## src/la_settings.svh

```systemverilog
// capture core build settings
// LA_WIDTH is the sample width, and the command argument is fixed at 32 bits,
// so this value must stay at 32
// LA_DEPTH is the buffer address width, so the buffer holds 2**LA_DEPTH samples

`ifndef LA_SETTINGS_SVH
`define LA_SETTINGS_SVH

// sample width in bits
`define LA_WIDTH 32

// buffer address width, 5 gives 32 entries
`define LA_DEPTH 5

`endif

```

## src/la_cmd_pkg.sv

```systemverilog
// command opcodes and the argument views of the 40-bit command word
// bits 39:32 are the opcode and bits 31:0 are the argument
// only the stage 0 trigger commands exist, and metadata and ID are not decoded

package la_cmd_pkg;

  localparam logic [7:0] OPC_SFT_RST  = 8'h00;
  localparam logic [7:0] OPC_ARM      = 8'h01;
  localparam logic [7:0] OPC_SET_DIV  = 8'h80;
  localparam logic [7:0] OPC_SET_CNT  = 8'h81;
  localparam logic [7:0] OPC_SET_MASK = 8'hC0;
  localparam logic [7:0] OPC_SET_VAL  = 8'hC1;

  // divider view, low 24 bits only
  typedef struct packed {
    logic [7:0]  rsvd;
    logic [23:0] fdiv;   // sample every fdiv+1 clocks
  } la_div_arg_t;

  // counts view
  typedef struct packed {
    logic [15:0] read_cnt;   // words sent after capture
    logic [15:0] delay_cnt;  // samples written after trigger
  } la_cnt_arg_t;

  // one argument word, decoded by whichever block takes the command
  typedef union packed {
    la_div_arg_t div;
    la_cnt_arg_t cnt;
    logic [31:0] word;   // raw, for mask and value
  } la_cmd_arg_u;

endpackage

```

## src/la_cap_pkg.sv

```systemverilog
// sample and capture state types
// sample width comes from LA_WIDTH in the settings header

`include "la_settings.svh"

package la_cap_pkg;

  typedef logic [`LA_WIDTH-1:0] la_sample_t;

  // capture controller phases
  typedef enum logic [1:0] {
    CAP_IDLE  = 2'd0,
    CAP_ARMED = 2'd1,   // ring writes until run
    CAP_POST  = 2'd2,   // counting post-trigger writes
    CAP_READ  = 2'd3    // newest-first readout
  } la_cap_state_e;

endpackage

```

## src/la_cmd_decoder.sv

```systemverilog
// command decoder
// cmd_i must be stable in the exec cycle
// one pulse follows exec by one cycle, unknown opcodes give no pulse

`timescale 1ns/10ps

module la_cmd_decoder
  import la_cmd_pkg::*;
(
  input  logic       clk_i,
  input  logic       rst_n_i,
  input  logic       exec_i,
  input  logic [7:0] opc_i,
  output logic       sft_rst_o,
  output logic       arm_o,
  output logic       set_div_o,
  output logic       set_cnt_o,
  output logic       set_mask_o,
  output logic       set_val_o
);

  logic [7:0] opc_q;
  logic       exec_q;

  always_ff @(posedge clk_i or negedge rst_n_i) begin
    if (!rst_n_i) begin
      exec_q <= 1'b0;
    end else begin
      exec_q <= exec_i;
    end
  end

  always_ff @(posedge clk_i) begin
    if (exec_i) begin
      opc_q <= opc_i;  // held until the next exec
    end
  end

  // exec_q qualifies the held opcode for one cycle
  assign sft_rst_o  = exec_q && (opc_q == OPC_SFT_RST);
  assign arm_o      = exec_q && (opc_q == OPC_ARM);
  assign set_div_o  = exec_q && (opc_q == OPC_SET_DIV);
  assign set_cnt_o  = exec_q && (opc_q == OPC_SET_CNT);
  assign set_mask_o = exec_q && (opc_q == OPC_SET_MASK);
  assign set_val_o  = exec_q && (opc_q == OPC_SET_VAL);

endmodule

```

## src/la_sampler.sv

```systemverilog
// input synchronizer and sample divider
// data_i may be asynchronous, it passes two flop stages first
// one strobe every fdiv+1 clocks, fdiv 0 samples every clock

`timescale 1ns/10ps

module la_sampler
  import la_cmd_pkg::*;
  import la_cap_pkg::*;
(
  input  logic        clk_i,
  input  logic        rst_n_i,
  input  logic        sft_rst_i,
  input  logic        set_div_i,
  input  la_cmd_arg_u arg_i,
  input  la_sample_t  data_i,
  output la_sample_t  smpl_o,
  output logic        smpl_stb_o
);

  logic [23:0] fdiv_q;
  logic [23:0] cnt_q;
  la_sample_t  sync_q1;
  la_sample_t  sync_q2;

  // two-stage synchronizer
  always_ff @(posedge clk_i) begin
    sync_q1 <= data_i;
    sync_q2 <= sync_q1;
  end

  always_ff @(posedge clk_i or negedge rst_n_i) begin
    if (!rst_n_i) begin
      fdiv_q     <= '0;
      cnt_q      <= '0;
      smpl_stb_o <= 1'b0;
    end else if (sft_rst_i) begin
      fdiv_q     <= '0;
      cnt_q      <= '0;
      smpl_stb_o <= 1'b0;
    end else if (set_div_i) begin
      fdiv_q     <= arg_i.div.fdiv;
      cnt_q      <= arg_i.div.fdiv;  // new period starts now
      smpl_stb_o <= 1'b0;
    end else if (cnt_q == '0) begin
      cnt_q      <= fdiv_q;
      smpl_stb_o <= 1'b1;
    end else begin
      cnt_q      <= cnt_q - 24'd1;
      smpl_stb_o <= 1'b0;
    end
  end

  // sample register, loaded on every terminal count
  always_ff @(posedge clk_i) begin
    if (cnt_q == '0) begin
      smpl_o <= sync_q2;
    end
  end

endmodule

```

## src/la_trigger.sv

```systemverilog
// single-stage mask and value trigger
// run_o is a level, it rises one cycle after the matching strobe
// run_o falls on arm or soft reset, mask 0 fires on the first strobe

`timescale 1ns/10ps

module la_trigger
  import la_cmd_pkg::*;
  import la_cap_pkg::*;
(
  input  logic        clk_i,
  input  logic        rst_n_i,
  input  logic        sft_rst_i,
  input  logic        arm_i,
  input  logic        set_mask_i,
  input  logic        set_val_i,
  input  logic        smpl_stb_i,
  input  la_cmd_arg_u arg_i,
  input  la_sample_t  smpl_i,
  output logic        run_o
);

  la_sample_t mask_q;
  la_sample_t val_q;
  logic       armed_q;
  logic       hit;

  assign hit = armed_q && smpl_stb_i && ((smpl_i & mask_q) == (val_q & mask_q));

  always_ff @(posedge clk_i or negedge rst_n_i) begin
    if (!rst_n_i) begin
      mask_q  <= '0;
      val_q   <= '0;
      armed_q <= 1'b0;
      run_o   <= 1'b0;
    end else if (sft_rst_i) begin
      mask_q  <= '0;
      val_q   <= '0;
      armed_q <= 1'b0;
      run_o   <= 1'b0;
    end else begin
      if (set_mask_i) begin
        mask_q <= arg_i.word;
      end
      if (set_val_i) begin
        val_q <= arg_i.word;
      end
      if (arm_i) begin
        armed_q <= 1'b1;
        run_o   <= 1'b0;
      end else if (hit) begin
        armed_q <= 1'b0;  // one shot per arm
        run_o   <= 1'b1;
      end
    end
  end

endmodule

```

## src/la_sample_ram.sv

```systemverilog
// sample buffer, single port
// write is synchronous, read data appears one cycle after the address
// contents are undefined until a capture has written them

`timescale 1ns/10ps
`include "la_settings.svh"

module la_sample_ram
  import la_cap_pkg::*;
(
  input  logic                 clk_i,
  input  logic                 we_i,
  input  logic [`LA_DEPTH-1:0] addr_i,
  input  la_sample_t           d_i,
  output la_sample_t           q_o
);

  la_sample_t mem_q [0:(1 << `LA_DEPTH)-1];

  always_ff @(posedge clk_i) begin
    if (we_i) begin
      mem_q[addr_i] <= d_i;
    end
    q_o <= mem_q[addr_i];  // old data on a same-address write
  end

endmodule

```

## src/la_capture_ctrl.sv

```systemverilog
// ring-buffer capture and newest-first readout
// read_cnt must not exceed the buffer size nor the samples written since arm
// tx_stb_o waits for tx_rdy_i, the cycle of a strobe does not look at it
// one buffer read is in flight at a time

`timescale 1ns/10ps
`include "la_settings.svh"

module la_capture_ctrl
  import la_cmd_pkg::*;
  import la_cap_pkg::*;
(
  input  logic                 clk_i,
  input  logic                 rst_n_i,
  input  logic                 sft_rst_i,
  input  logic                 arm_i,
  input  logic                 set_cnt_i,
  input  logic                 run_i,
  input  logic                 smpl_stb_i,
  input  logic                 tx_rdy_i,
  input  la_cmd_arg_u          arg_i,
  input  la_sample_t           smpl_i,
  input  la_sample_t           ram_q_i,
  output logic                 ram_we_o,
  output logic [`LA_DEPTH-1:0] ram_addr_o,
  output la_sample_t           ram_d_o,
  output logic                 tx_stb_o,
  output la_sample_t           tx_o
);

  la_cap_state_e        state_q;
  logic [15:0]          read_q;
  logic [15:0]          delay_q;
  logic [15:0]          post_q;    // writes since trigger
  logic [15:0]          left_q;    // words still to send
  logic [`LA_DEPTH-1:0] ptr_q;     // write pointer, then read pointer
  logic                 rd_pend_q;
  logic                 hold_q;    // tx_o holds an unsent word
  logic                 capturing;
  logic                 post_done;

  assign capturing  = (state_q == CAP_ARMED) || (state_q == CAP_POST);
  assign post_done  = run_i && (post_q == delay_q);
  assign ram_we_o   = capturing && smpl_stb_i && !post_done;
  assign ram_addr_o = ptr_q;
  assign ram_d_o    = smpl_i;

  always_ff @(posedge clk_i or negedge rst_n_i) begin
    if (!rst_n_i) begin
      state_q   <= CAP_IDLE;
      read_q    <= '0;
      delay_q   <= '0;
      post_q    <= '0;
      left_q    <= '0;
      ptr_q     <= '0;
      rd_pend_q <= 1'b0;
      hold_q    <= 1'b0;
      tx_stb_o  <= 1'b0;
    end else if (sft_rst_i) begin
      state_q   <= CAP_IDLE;
      read_q    <= '0;
      delay_q   <= '0;
      post_q    <= '0;
      left_q    <= '0;
      ptr_q     <= '0;
      rd_pend_q <= 1'b0;
      hold_q    <= 1'b0;
      tx_stb_o  <= 1'b0;
    end else begin
      tx_stb_o <= 1'b0;
      if (set_cnt_i) begin
        read_q  <= arg_i.cnt.read_cnt;
        delay_q <= arg_i.cnt.delay_cnt;
      end
      if (arm_i) begin
        state_q   <= CAP_ARMED;
        post_q    <= '0;
        rd_pend_q <= 1'b0;
        hold_q    <= 1'b0;
      end else begin
        unique case (state_q)
          CAP_IDLE: ;
          CAP_ARMED, CAP_POST: begin
            if (ram_we_o) begin
              ptr_q <= ptr_q + 1'b1;
            end
            if (ram_we_o && run_i) begin
              post_q <= post_q + 16'd1;
            end
            if (post_done) begin
              state_q <= CAP_READ;
              ptr_q   <= ptr_q - 1'b1;  // last written entry
              left_q  <= read_q;
            end else if (run_i) begin
              state_q <= CAP_POST;
            end
          end
          CAP_READ: begin
            if (left_q == '0) begin
              state_q <= CAP_IDLE;
            end else if (!rd_pend_q && !hold_q) begin
              rd_pend_q <= 1'b1;  // ram samples ptr_q this edge
            end
            if (rd_pend_q) begin
              rd_pend_q <= 1'b0;
              hold_q    <= 1'b1;
              ptr_q     <= ptr_q - 1'b1;
            end
            // hold_q is always low in the strobe cycle
            if (hold_q && tx_rdy_i) begin
              tx_stb_o <= 1'b1;
              hold_q   <= 1'b0;
              left_q   <= left_q - 16'd1;
            end
          end
          default: state_q <= CAP_IDLE;
        endcase
      end
    end
  end

  // outgoing word, stable while held and during its strobe
  always_ff @(posedge clk_i) begin
    if (rd_pend_q) begin
      tx_o <= ram_q_i;
    end
  end

endmodule

```

## src/la_core.sv

```systemverilog
// logic analyzer capture core
// cmd_i is opcode in 39:32 and argument in 31:0, hold it two cycles after exec
// the serial transmitter is outside, it drops tx_rdy_i while busy
// soft reset is a synchronous clear, rst_n_i is the only async reset

`timescale 1ns/10ps
`include "la_settings.svh"

module la_core
  import la_cmd_pkg::*;
  import la_cap_pkg::*;
(
  input  logic        clk_i,
  input  logic        rst_n_i,
  input  logic        exec_i,
  input  logic        tx_rdy_i,
  input  logic [39:0] cmd_i,
  input  la_sample_t  input_i,
  output logic        tx_stb_o,
  output la_sample_t  tx_o
);

  la_cmd_arg_u          arg;
  logic                 sft_rst;
  logic                 arm;
  logic                 set_div;
  logic                 set_cnt;
  logic                 set_mask;
  logic                 set_val;
  la_sample_t           smpl;
  logic                 smpl_stb;
  logic                 run;
  logic                 ram_we;
  logic [`LA_DEPTH-1:0] ram_addr;
  la_sample_t           ram_d;
  la_sample_t           ram_q;

  assign arg = cmd_i[31:0];

  la_cmd_decoder decoder_inst (
    .clk_i      (clk_i),
    .rst_n_i    (rst_n_i),
    .exec_i     (exec_i),
    .opc_i      (cmd_i[39:32]),
    .sft_rst_o  (sft_rst),
    .arm_o      (arm),
    .set_div_o  (set_div),
    .set_cnt_o  (set_cnt),
    .set_mask_o (set_mask),
    .set_val_o  (set_val)
  );

  la_sampler sampler_inst (
    .clk_i      (clk_i),
    .rst_n_i    (rst_n_i),
    .sft_rst_i  (sft_rst),
    .set_div_i  (set_div),
    .arg_i      (arg),
    .data_i     (input_i),
    .smpl_o     (smpl),
    .smpl_stb_o (smpl_stb)
  );

  la_trigger trigger_inst (
    .clk_i      (clk_i),
    .rst_n_i    (rst_n_i),
    .sft_rst_i  (sft_rst),
    .arm_i      (arm),
    .set_mask_i (set_mask),
    .set_val_i  (set_val),
    .smpl_stb_i (smpl_stb),
    .arg_i      (arg),
    .smpl_i     (smpl),
    .run_o      (run)
  );

  la_capture_ctrl capture_ctrl_inst (
    .clk_i      (clk_i),
    .rst_n_i    (rst_n_i),
    .sft_rst_i  (sft_rst),
    .arm_i      (arm),
    .set_cnt_i  (set_cnt),
    .run_i      (run),
    .smpl_stb_i (smpl_stb),
    .tx_rdy_i   (tx_rdy_i),
    .arg_i      (arg),
    .smpl_i     (smpl),
    .ram_q_i    (ram_q),
    .ram_we_o   (ram_we),
    .ram_addr_o (ram_addr),
    .ram_d_o    (ram_d),
    .tx_stb_o   (tx_stb_o),
    .tx_o       (tx_o)
  );

  la_sample_ram sample_ram_inst (
    .clk_i  (clk_i),
    .we_i   (ram_we),
    .addr_i (ram_addr),
    .d_i    (ram_d),
    .q_o    (ram_q)
  );

endmodule

```

## config.mk

```make
export PLATFORM = sky130hd
export DESIGN_NAME = la_core
export DESIGN_NICKNAME = d
export VERILOG_FILES = /design/src/la_cmd_pkg.sv /design/src/la_cap_pkg.sv /design/src/la_cmd_decoder.sv /design/src/la_sampler.sv /design/src/la_trigger.sv /design/src/la_sample_ram.sv /design/src/la_capture_ctrl.sv /design/src/la_core.sv
export VERILOG_INCLUDE_DIRS = /design/src
export SDC_FILE = /design/constraint.sdc
export NUM_CORES = 1
export LEC_CHECK = 0
export ABC_AREA = 1
export BUFFER_PORTS_ARGS = -buffer_cell sky130_fd_sc_hd__buf_4
export CAP_MARGIN = 20
export CELL_PAD_IN_SITES_DETAIL_PLACEMENT = 1
export CELL_PAD_IN_SITES_GLOBAL_PLACEMENT = 1
export CORE_MARGIN = 1
export CORE_UTILIZATION = 52
export DETAILED_ROUTE_END_ITERATION = 10
export PLACE_DENSITY = 0.83
export SETUP_SLACK_MARGIN = 0.15
export SYNTH_ARGS = -nofsm -noshare
export SYNTH_HDL_FRONTEND = slang
export SYNTH_SLANG_ARGS = --single-unit
```

## constraint.sdc

```tcl
create_clock -name clk_i -period 4.3 [get_ports clk_i]
set_clock_uncertainty 0.05 [all_clocks]
set_input_delay 0.645 -clock clk_i [delete_from_list [all_inputs] [get_ports clk_i]]
set_output_delay 0.645 -clock clk_i [all_outputs]
set_load 0.05 [all_outputs]
```

==> impl_metrics.ini <==
[drt]
drt_iter0_markers = 4778
ant_nets = 0
drc = 0
viasPerCell = 6.36
vias = 37400
postRouteWirelength_um = 175000
dr.pass1.iters = 5
post_drt_wl_per_cell_um = 29.7

[clock_network]
cts_buffers = 144
htreeDepth = 4
clk_pin_slew_worst_paths_ns = 0.06
clock_sinks = 1382
insertion_delay_ns = 0.76
clock_path_buffers = 3
cts_tree = built
cts_root_buffer = clkbuf_16

[global_route]
grtUsageTotal_pct = 33.8
grt_overflow = 0
grt_max_degree = 197
antenna_found_initial = 7
grt_pass1_wl_um = 255000
grt_pass1_vias = 39200

[synth]
async_reset_ff_share_pct = 13.7
synth_largest_area_cell = edfxtp_1
synth_top_area_share_pct = 61.8
syn_avg_cell_area_um2 = 12.6
synth_cells = 4233
synth_edf_count = 1096
synthTopCellsByArea = edfxtp_1 62%, dfrtp_1 8.9%, o21ai_0 5.2%
yosys_warnings = 0
synth_cell_types = 47
ys_seq_elements = 1382
synthFlopType = edfxtp_1
synth_fp_nets = 4320
yosysSeqAreaShare_pct = 74.3
syn-cell-area_mm2 = 0.0533

[worst_setup_path]
startpoint_type = flop
required_ns = 4.70
crit_path_end_kind = flop
critPathMaxFanout = 72
critical_path_class = reg -> reg
critical_path_arrival_ns = 3.92

[placed_design]
gp_congestion = 0.863
port-buffer-count = 108
dpl.hpwl_um = 97300
dpl.cell_count = 5572
dp_slack_ns = 0.859

[timing]
timing.final.ws_setup_ns = 0.773
slew_headroom_pct = 26.1
worstMarginPinSlew_ns = 1.11
fmax_mhz = 284
setup_tns_ns = 0
rsz0062_at_grt = no
drv_slew = 0
setup_violations = 0
hold_violations = 0
finalCriticalPeriod_ns = 3.53
finalCritPeriodShare_pct = 82.0

[pwr]
total_power_uw = 37300
p_seq_share_pct = 41.8
p_switching_uw = 12400
p_per_area_mw_per_mm2 = 607
leakagePower_uw = 0.0218
peakVddDrop_mv = 0.529
clkPwrFrac_pct = 33.9
swShare_pct = 33.4
p_comb_share_pct = 24.3
p_int_uw = 24800

[die]
rows = 117
die_area_mm2 = 0.104
start_util_pct = 52.4
core-area_mm2 = 0.102
die_height_um = 322
pin_count = 109
die-width_um = 322

[final_layout]
final_cells = 5883
final_net_count = 4481
drive_gt1_share_pct = 11.3
syn_to_final_growth_pct = 15.2

[min_path]
hp-class = in -> reg

[outcome]
run_status = complete, no violations

[run]
cap_violations = 0
[metrics by stage]
| step | util [%] | instance area (um^2) | hold slack [ns] |
|---|---|---|---|
| 6_report | 60.3 | 61400 | 0.0406 |
| 5_1_grt | 60.3 | 61400 | 0.0282 |
| 4_1_cts | 60.3 | 61300 | 0.0113 |
| 3_5_place_dp | 55.2 | 56200 | 0.263 |
| 3_3_place_gp | 55.2 | 56200 | 0.261 |
| 2_1_floorplan | - | 53300 | 0.260 |
[cell type report]
class	count	area, um^2
Multi-Input combinational cell	2472	12400
Antenna cell	2	5.00
Timing Repair Buffer	255	2380
Clock inverter	54	594
Fill cell	9893	40300
Tap cell	1368	1710
Clock buffer	211	4150
Sequential cell	1382	39600
Inverter	139	543
[flip-flops by register name, indices dropped and copies added, names as in the netlist, 32 cells and up]
register / flops
capture_ctrl_inst.tx_o: 32
sample_ram_inst.mem_q: 1024
trigger_inst.mask_q: 32
sampler_inst.smpl_o: 32
sampler_inst.sync_q1: 32
sampler_inst.sync_q2: 32
sample_ram_inst.q_o: 32
trigger_inst.val_q: 32
[worst max-delay path: stages, from the launching register on]
cell     delay [ns]
dfrtp_4        0.63
inv_6          0.49
ha_1           0.26
nand2_1        0.44
nor2_4         0.92
buf_4          0.36
[path summary, 6_finish.rpt]
check / startpoint / slack [ns] / endpoint / cells after the start
min in group asynchronous: rst_n_i / 0.46 / sampler_inst.fdiv_q[9] / 2
max reg2reg: capture_ctrl_inst.ram_addr_o[1] / 0.77 / sample_ram_inst.mem_q[1][9] / 5
max in group asynchronous: rst_n_i / 2.75 / capture_ctrl_inst.left_q[5] / 3
min reg2reg: sampler_inst.sync_q1[17] / 0.28 / sampler_inst.sync_q2[17] / 0
min: exec_i / 0.04 / decoder_inst.exec_q / 1
max: capture_ctrl_inst.ram_addr_o[1] / 0.77 / sample_ram_inst.mem_q[1][9] / 5
[power groups by stage]
| stage | registers, uW | clock network, uW | logic, uW |
|---|---|---|---|
| after floorplan | 15600 | 0 | 5730 |
| after global placement | 15800 | 0 | 8020 |
| after global routing | 15600 | 13200 | 9660 |
| after CTS | 15600 | 12700 | 8900 |
| final | 15600 | 12600 | 9060 |
| after detailed placement | 15800 | 0 | 8560 |
[metal layers]
metal	up-vias	GRT usage, %	routed length (um)
met2	2190	56.2	85300
met5	-	0	7
met4	2	19.4	10600
met1	19000	41.4	63800
li1	15700	-	-
met3	529	6.32	14900
[repair_timing]
item,4_1_cts,5_1_grt
hold endpoints to repair,128,0
buffers inserted,0,0
resized for setup,0,0
hold buffers,41,0
setup endpoints to repair,0,0
[cells in the final DEF, fill, tap and decap left out, types with 29 or more instances in the layout]
master / count
clkbuf_16: 148
buf_4: 186
dlygate4sd3_1: 41
a21oi_1: 29
nor2_4: 37
o21ai_1: 129
edfxtp_1: 1096
xor2_1: 32
a22o_1: 58
nand4_1: 44
dfrtp_1: 187
o21ai_0: 557
inv_1: 126
dfxtp_1: 96
or3_1: 30
nor3_1: 30
nand2_1: 446
o22ai_1: 277
nor2_1: 622
nand3_1: 76
clkbuf_1: 42
[synth_stat cells, types with 5 or more instances]
library cell and count:
o21ai_0 557, o21ai_2 10, inv_1 128, nand4_1 44
edfxtp_1 1096, a22o_1 58, dfxtp_1 96, buf_2 68
o21ai_1 129, a21boi_1 9, o22ai_1 277, nor2_1 656
inv_2 10, xor2_1 32, nand3_1 76, xnor2_1 6
a21boi_0 11, buf_1 7, nand2_1 446, or3_1 30
clkbuf_1 153, a21oi_1 31, ha_1 11, nor3_1 33
buf_4 6, a22oi_1 7, buf_6 6, dfrtp_1 190
o211ai_1 5, a21o_1 7
[cells by family after synthesis]
family,after synthesis,synth area share [%]
compound gates,1112,11.8
xor+xnor,38,0.625
fa+ha+maj,11,0.258
buf+inv,379,2.96
flops,1382,74.3
simple gates,1311,10.1
Note: power is estimated with default switching activity, not from simulation.
